==> config.mk <==
export PLATFORM = sky130hd
export DESIGN_NAME = fft_butterfly_top
export DESIGN_NICKNAME = d
export VERILOG_FILES = /design/src/design/fft_fmt_pkg.sv /design/src/design/fft_op_pkg.sv /design/src/design/sample_if.sv /design/src/design/butterfly_core.sv /design/src/design/fft_butterfly_top.sv /design/src/design/fft_sine_wave.sv /design/src/design/sample_stage.sv /design/src/design/twiddle_lookup.sv
export SDC_FILE = /design/constraint.sdc
export NUM_CORES = 2
export LEC_CHECK = 0
export ABC_CLOCK_PERIOD_IN_PS = 12300
export BUFFER_PORTS_ARGS = -buffer_cell sky130_fd_sc_hd__buf_2
export CORE_MARGIN = 8
export CORE_UTILIZATION = 55
export DETAILED_ROUTE_END_ITERATION = 8
export PLACE_DENSITY_LB_ADDON = 0.12
export RECOVER_POWER = 100
export SYNTH_ARGS = -nofsm -noshare
export SYNTH_HDL_FRONTEND = slang
export SYNTH_SLANG_ARGS = --single-unit
==> constraint.sdc <==
create_clock -name clk -period 12.3 [get_ports clk]
set_input_delay 2.46 -clock clk [delete_from_list [all_inputs] [get_ports clk]]
set_output_delay 2.46 -clock clk [all_outputs]
set_load 0.02 [all_outputs]
==> src/design/fft_fmt_pkg.sv <==
package fft_fmt_pkg;

  // transform size and twiddle index width
  localparam int fft_n = 32;
  localparam int k_w = 5;

  // input samples, signed integer
  localparam int data_w = 16;

  // twiddle format
  // 18 bits signed so that +1.0 (65536) is representable
  localparam int tw_w = 18;
  localparam int tw_frac = 16;

  // butterfly outputs
  // two bits of growth over the input samples
  localparam int out_w = 18;

  // signed input sample
  typedef logic signed [data_w-1:0] sample_t;

  // signed twiddle component, tw_frac fractional bits
  typedef logic signed [tw_w-1:0] twiddle_t;

  // signed butterfly result
  typedef logic signed [out_w-1:0] result_t;

endpackage

==> src/design/fft_op_pkg.sv <==
package fft_op_pkg;

  // butterfly direction
  // op_fwd uses W = cos - j*sin
  // op_inv uses the conjugate, W = cos + j*sin
  typedef enum logic {
    op_fwd = 1'b0,
    op_inv = 1'b1
  } bfly_op_e;

endpackage

==> src/design/sample_if.sv <==
`timescale 1ns/10ps

// registered operand pair from the sample stage to the core
interface sample_if
  import fft_fmt_pkg::*;
();

  // high for one cycle per operand pair
  logic    valid;

  // first operand a, second operand b
  sample_t a_re;
  sample_t a_im;
  sample_t b_re;
  sample_t b_im;

  // producer side
  modport src (output valid, output a_re, output a_im, output b_re, output b_im);

  // consumer side
  modport dst (input valid, input a_re, input a_im, input b_re, input b_im);

endinterface

==> src/design/butterfly_core.sv <==
`timescale 1ns/10ps

module butterfly_core
  import fft_fmt_pkg::*;
(
  input  logic     clk,
  input  logic     reset,
  sample_if.dst    smp,
  input  twiddle_t w_re,
  input  twiddle_t w_im,
  output logic     out_valid,
  output result_t  x_re,
  output result_t  x_im,
  output result_t  y_re,
  output result_t  y_im
);

  // partial products, full width of sample times twiddle
  logic signed [data_w+tw_w-1:0] p_rr;
  logic signed [data_w+tw_w-1:0] p_ii;
  logic signed [data_w+tw_w-1:0] p_ri;
  logic signed [data_w+tw_w-1:0] p_ir;

  // one extra bit for the sum or difference of two products
  logic signed [data_w+tw_w:0] t_re_full;
  logic signed [data_w+tw_w:0] t_im_full;

  // t = b * W after the floor shift
  result_t t_re;
  result_t t_im;

  // a sign-extended to the result width
  result_t a_re_x;
  result_t a_im_x;

  always_comb begin
    // b_re*w_re, b_im*w_im, b_re*w_im, b_im*w_re
    p_rr = (data_w + tw_w)'(smp.b_re) * (data_w + tw_w)'(w_re);
    p_ii = (data_w + tw_w)'(smp.b_im) * (data_w + tw_w)'(w_im);
    p_ri = (data_w + tw_w)'(smp.b_re) * (data_w + tw_w)'(w_im);
    p_ir = (data_w + tw_w)'(smp.b_im) * (data_w + tw_w)'(w_re);

    // complex multiply
    t_re_full = (data_w + tw_w + 1)'(p_rr) - (data_w + tw_w + 1)'(p_ii);
    t_im_full = (data_w + tw_w + 1)'(p_ri) + (data_w + tw_w + 1)'(p_ir);

    // drop the twiddle fraction, floor via arithmetic shift
    // |t| stays below 2**16 so the upper bits are pure sign
    t_re = result_t'(t_re_full >>> tw_frac);
    t_im = result_t'(t_im_full >>> tw_frac);

    a_re_x = result_t'(smp.a_re);
    a_im_x = result_t'(smp.a_im);
  end

  // output valid follows the sample strobe by one cycle
  always_ff @(posedge clk) begin
    if (reset) begin
      out_valid <= 1'b0;
    end else begin
      out_valid <= smp.valid;
    end
  end

  // sum and difference, captured only for a valid pair
  // 18 bits hold a + t and a - t without wrap
  always_ff @(posedge clk) begin
    if (smp.valid) begin
      x_re <= a_re_x + t_re;
      x_im <= a_im_x + t_im;
      y_re <= a_re_x - t_re;
      y_im <= a_im_x - t_im;
    end
  end

endmodule

==> src/design/fft_butterfly_top.sv <==
`timescale 1ns/10ps

module fft_butterfly_top
  import fft_fmt_pkg::*;
  import fft_op_pkg::*;
(
  input  logic           clk,
  input  logic           reset,
  input  logic           in_valid,
  input  bfly_op_e       op,
  input  logic           scale,
  input  logic [k_w-1:0] k,
  input  sample_t        a_re,
  input  sample_t        a_im,
  input  sample_t        b_re,
  input  sample_t        b_im,
  output logic           out_valid,
  output result_t        x_re,
  output result_t        x_im,
  output result_t        y_re,
  output result_t        y_im
);

  // registered operand pair, stage 1 to stage 2
  sample_if smp ();

  // twiddle, aligned with smp.valid
  twiddle_t w_re;
  twiddle_t w_im;

  // stage 1, sample capture and scaling
  sample_stage i_sample_stage (
    .clk      (clk),
    .reset    (reset),
    .in_valid (in_valid),
    .scale    (scale),
    .a_re     (a_re),
    .a_im     (a_im),
    .b_re     (b_re),
    .b_im     (b_im),
    .smp      (smp.src)
  );

  // stage 1 in parallel, twiddle from the sine table
  twiddle_lookup i_twiddle_lookup (
    .clk  (clk),
    .k    (k),
    .op   (op),
    .w_re (w_re),
    .w_im (w_im)
  );

  // stage 2, multiply and sum/difference
  butterfly_core i_butterfly_core (
    .clk       (clk),
    .reset     (reset),
    .smp       (smp.dst),
    .w_re      (w_re),
    .w_im      (w_im),
    .out_valid (out_valid),
    .x_re      (x_re),
    .x_im      (x_im),
    .y_re      (y_re),
    .y_im      (y_im)
  );

endmodule

==> src/design/fft_sine_wave.sv <==
`timescale 1ns/10ps

// sine table over one full turn, N points
// entries carry D fractional bits, sign-extended to tw_w bits
module fft_sine_wave
  import fft_fmt_pkg::*;
#(
  parameter int N = fft_n,
  parameter int D = tw_frac
) (
  output twiddle_t out [N]
);

  // pi from the arccosine, evaluated at elaboration
  localparam real pi = $acos(-1.0);

  genvar i;

  generate
    for (i = 0; i < N; i++) begin : g_entry
      // real-valued sine for this index
      localparam real sin_val = $sin(2.0 * pi * i / N);
      // int' rounds to nearest
      localparam logic signed [31:0] fixed_val = int'(sin_val * (2.0 ** D));

      // keep D+1 low bits, extend the sign up to tw_w
      // sin(pi/2) lands at exactly 2**D
      assign out[i] = {{(tw_w - D - 1){fixed_val[31]}}, fixed_val[D:0]};
    end
  endgenerate

endmodule

==> src/design/sample_stage.sv <==
`timescale 1ns/10ps

module sample_stage
  import fft_fmt_pkg::*;
(
  input  logic    clk,
  input  logic    reset,
  input  logic    in_valid,
  input  logic    scale,
  input  sample_t a_re,
  input  sample_t a_im,
  input  sample_t b_re,
  input  sample_t b_im,
  sample_if.src   smp
);

  // optional halving for block scaling
  // arithmetic shift, so odd negatives floor toward -inf
  function automatic sample_t halve(input sample_t s, input logic en);
    sample_t r;
    if (en) begin
      r = s >>> 1;
    end else begin
      r = s;
    end
    return r;
  endfunction

  // strobe register
  always_ff @(posedge clk) begin
    if (reset) begin
      smp.valid <= 1'b0;
    end else begin
      smp.valid <= in_valid;
    end
  end

  // operand registers
  // only capture on a strobe, otherwise hold
  always_ff @(posedge clk) begin
    if (in_valid) begin
      smp.a_re <= halve(a_re, scale);
      smp.a_im <= halve(a_im, scale);
      smp.b_re <= halve(b_re, scale);
      smp.b_im <= halve(b_im, scale);
    end
  end

endmodule

==> src/design/twiddle_lookup.sv <==
`timescale 1ns/10ps

module twiddle_lookup
  import fft_fmt_pkg::*;
  import fft_op_pkg::*;
(
  input  logic           clk,
  input  logic [k_w-1:0] k,
  input  bfly_op_e       op,
  output twiddle_t       w_re,
  output twiddle_t       w_im
);

  twiddle_t sine [fft_n];
  logic [k_w-1:0] k_cos;
  twiddle_t sin_k;
  twiddle_t cos_k;

  // constant table, no clock or state inside
  fft_sine_wave #(
    .N(fft_n),
    .D(tw_frac)
  ) i_fft_sine_wave (
    .out(sine)
  );

  // cos(x) = sin(x + pi/2), a quarter turn further on
  // the k_w-bit sum wraps mod fft_n by itself
  assign k_cos = k + k_w'(fft_n / 4);

  assign sin_k = sine[k];
  assign cos_k = sine[k_cos];

  // loads every cycle
  // the core only looks at it alongside a valid sample pair
  always_ff @(posedge clk) begin
    w_re <= cos_k;
    // forward twiddle has -sin on the imaginary part
    if (op == op_inv) begin
      w_im <= sin_k;
    end else begin
      w_im <= -sin_k;
    end
  end

endmodule

==> results_dict.tcl <==
set metrics [dict create \
    critical_path_class "flop to flop" \
    slew_violations 211 \
    die_y_um 328 \
    seqCellArea_mm2 0.00479 \
    post_drt_wl_per_cell_um 20.3 \
    crit_fanout 18 \
    async_flop_share_pct 0 \
    die_w_um 328 \
    min_period_over_period_pct 90.7 \
    synth_common_cells "inv_1 (1511), fa_1 (1272), nand2_1 (634)" \
    synth_ff_type "edfxtp_1" \
    dp_hpwl_um 113000 \
    synth_cells 5617 \
    cts_setup_buffers 0 \
    ant_nets 0 \
    grt_setup_unrepaired "false" \
    crit_slowest_cell "edfxtp_1" \
    path_clk_slew_ps 90 \
    ios 147 \
    ctsHoldBuffers 0 \
    htree_levels 4 \
    cp.buffers_inverters 6 \
    drt-initial-drc-count 2497 \
    std_cell_rows 114 \
    nets 7329 \
    start_kind "flop" \
    syn_to_final_growth_pct 4.27 \
    cts_sinks 172 \
    grt_pass1_wl_um 226000 \
    required_ps 12580 \
    synth.most_common_cell "inv_1" \
    first_pass_iters 6 \
    multi_input_area_mm2 0.0418 \
    finalClockSkew_ps 26.7 \
    end_kind "flop" \
    cap_violations 4 \
    avgViaCountPerCell 5.30 \
    grt_max_degree 61 \
    cts.path.max_buffers 2 \
    cts_tree "yes" \
    cts_buffers 17 \
    yosysWarningCount 0 \
    crit_arrival_ps 11430 \
    synth.net_count 7358 \
    finalNonFillerCells 6879 \
    initial_core_util_pct 55.4 \
    core_mm2 0.0964 \
    clk_latency_ps 540 \
    vias 36500 \
    ctsRootBufferMaster "clkbuf_16" \
    drc 0 \
    synth_top_area_share_pct 47.7 \
    yosys_register_bits 172 \
    status "complete, but fails checks" \
    die_area_mm2 0.107 \
    synth.area.top_cells "fa_1 (48%), inv_1 (11%), ha_1 (9.3%), edfxtp_1 (7.5%), and2_1 (6.0%)" \
    fin_setup_tns_ps 0 \
    synth.avg_cell_area_um2 9.51 \
    port_buffers 146 \
    ys_types 84 \
    yosys.area.top_type "fa_1" \
    place.gp.congestion 0.895 \
    tightest_slew_ps 3900 \
    dp.cells 6845 \
    violations "max-capacitance violations, max-slew violations" \
    setup_viol 0 \
    seq_area_frac_synth_pct 8.96 \
    fillers 8733 \
    max_stage_delay_ps 1110 \
    max_freq_ghz 0.0897 \
    synth_enable_flop_cells 134 \
    syn_area_mm2 0.0534 \
    drive_gt1_share_pct 4.53 \
    crit_path_frequent_cell "fa_1" \
    routed_wl_um 140000 \
    min_period_ps 11150 \
    critPathTopFamily "adder cells" \
    antenna_found_initial 4 \
    hold_viol_final 0 \
    grt_remaining_overflow 0 \
    slew_headroom_pct -160 \
    grt_usage_pct 27.3 \
    grt_pass1_vias 39400 \
    hold_class "flop to flop" \
    ctsResizeCount 0 \
]
-- stage by stage --
stage / setup WS [ps] / cell area, µm² / hold slack [ps] / utilization (%)
3_5_place_dp: 1920 / 55300 / 622 / 57.3
4_1_cts: 1850 / 55900 / 637 / 57.9
5_1_grt: 801 / 55700 / 806 / 57.7
2_1_floorplan: 3340 / 53400 / 708 / -
6_report: 1150 / 55700 / 763 / 57.7
3_3_place_gp: 2000 / 55300 / 616 / 57.3
-- metal layers --
layer  up-vias  routed length, µm  global-route usage, %  part of all wire, %
met2      1140              67400                   44.6                   48
met4         0               6140                   10.5                  4.4
met1     18900              57500                   36.8                   41
li1      16200                  -                      -                    -
met5         -                  0                      0                    0
met3       222               8820                   4.17                  6.3
-- path summary, 6_finish.rpt --
check / slack [ps] / end / cells past startpoint / from
hold reg to reg: 760 / i_butterfly_core.x_re[1] / 1 / i_sample_stage.smp.a_re[1]
setup reg to reg: 1150 / i_butterfly_core.x_re[17] / 31 / i_sample_stage.smp.b_re[5]
hold / removal: 760 / i_butterfly_core.x_re[1] / 1 / i_sample_stage.smp.a_re[1]
setup / recovery: 1150 / i_butterfly_core.x_re[17] / 31 / i_sample_stage.smp.b_re[5]
-- cells in the final DEF (no fill, tap or decap), drive strengths merged, types with 5 or more instances in the layout --
| cell | instances |
|---|---|
| xnor2 | 130 |
| nor2b | 19 |
| and2 | 510 |
| a211oi | 10 |
| o21ai | 62 |
| nand3 | 17 |
| o22ai | 5 |
| or2 | 6 |
| mux2 | 61 |
| a21oi | 97 |
| ha | 395 |
| a21o | 20 |
| o21a | 14 |
| mux2i | 10 |
| a31oi | 17 |
| dfxtp | 38 |
| xor2 | 35 |
| edfxtp | 134 |
| nor3 | 31 |
| o21bai | 18 |
| clkbuf | 103 |
| nand2b | 29 |
| fa | 1272 |
| or3 | 6 |
| clkinv | 8 |
| and3 | 9 |
| nand4 | 6 |
| nor2 | 157 |
| inv | 1519 |
| a221oi | 8 |
| a2111oi | 6 |
| buf | 141 |
| nand2 | 634 |
| o211ai | 9 |
-- sequential cells by signal, indices dropped and copies added, names as in the netlist, 17 cells and up --
signal and flops:
i_butterfly_core.y_re 18, i_twiddle_lookup.w_re 18, i_butterfly_core.x_im 18, i_butterfly_core.x_re 17, i_butterfly_core.y_im 17, i_twiddle_lookup.w_im 18
-- worst reg2reg max path: cells and delay by family, from the launching register on --
kind | cells | cell delay [ps]
XOR/XNOR | 2 | 360
AND/OR/NAND/NOR | 5 | 1090
buffers and inverters | 6 | 800
flip-flops | 1 | 1110
AO/OA/AOI/OAI | 8 | 3020
adder cells (fa/ha/maj) | 10 | 4540
-- cell families (layout without fill, tap and decap cells) --
group	after synthesis	count (layout)	share of synthesized area, %
buffers and inverters	1789	1773	12.7
other	0	2	0
XOR/XNOR	165	165	2.72
adder cells (fa/ha/maj)	1667	1667	56.9
flip-flops	172	172	8.96
AO/OA/AOI/OAI	312	312	3.90
multiplexers	75	75	1.65
AND/OR/NAND/NOR	1437	1437	13.1
-- final cells by class --
type                            instances  area share, %
Timing Repair Buffer                  227           2.21
Antenna cell                            2        0.00899
Tap cell                             1276           2.87
Clock buffer                           17          0.764
Clock inverter                         15          0.310
Inverter                             1514           10.2
Multi-Input combinational cell       3656           75.0
Sequential cell                       172           8.61
Power is not shown: default switching activity piles up to over one toggle a cycle in this logic, so the estimate is an artifact.
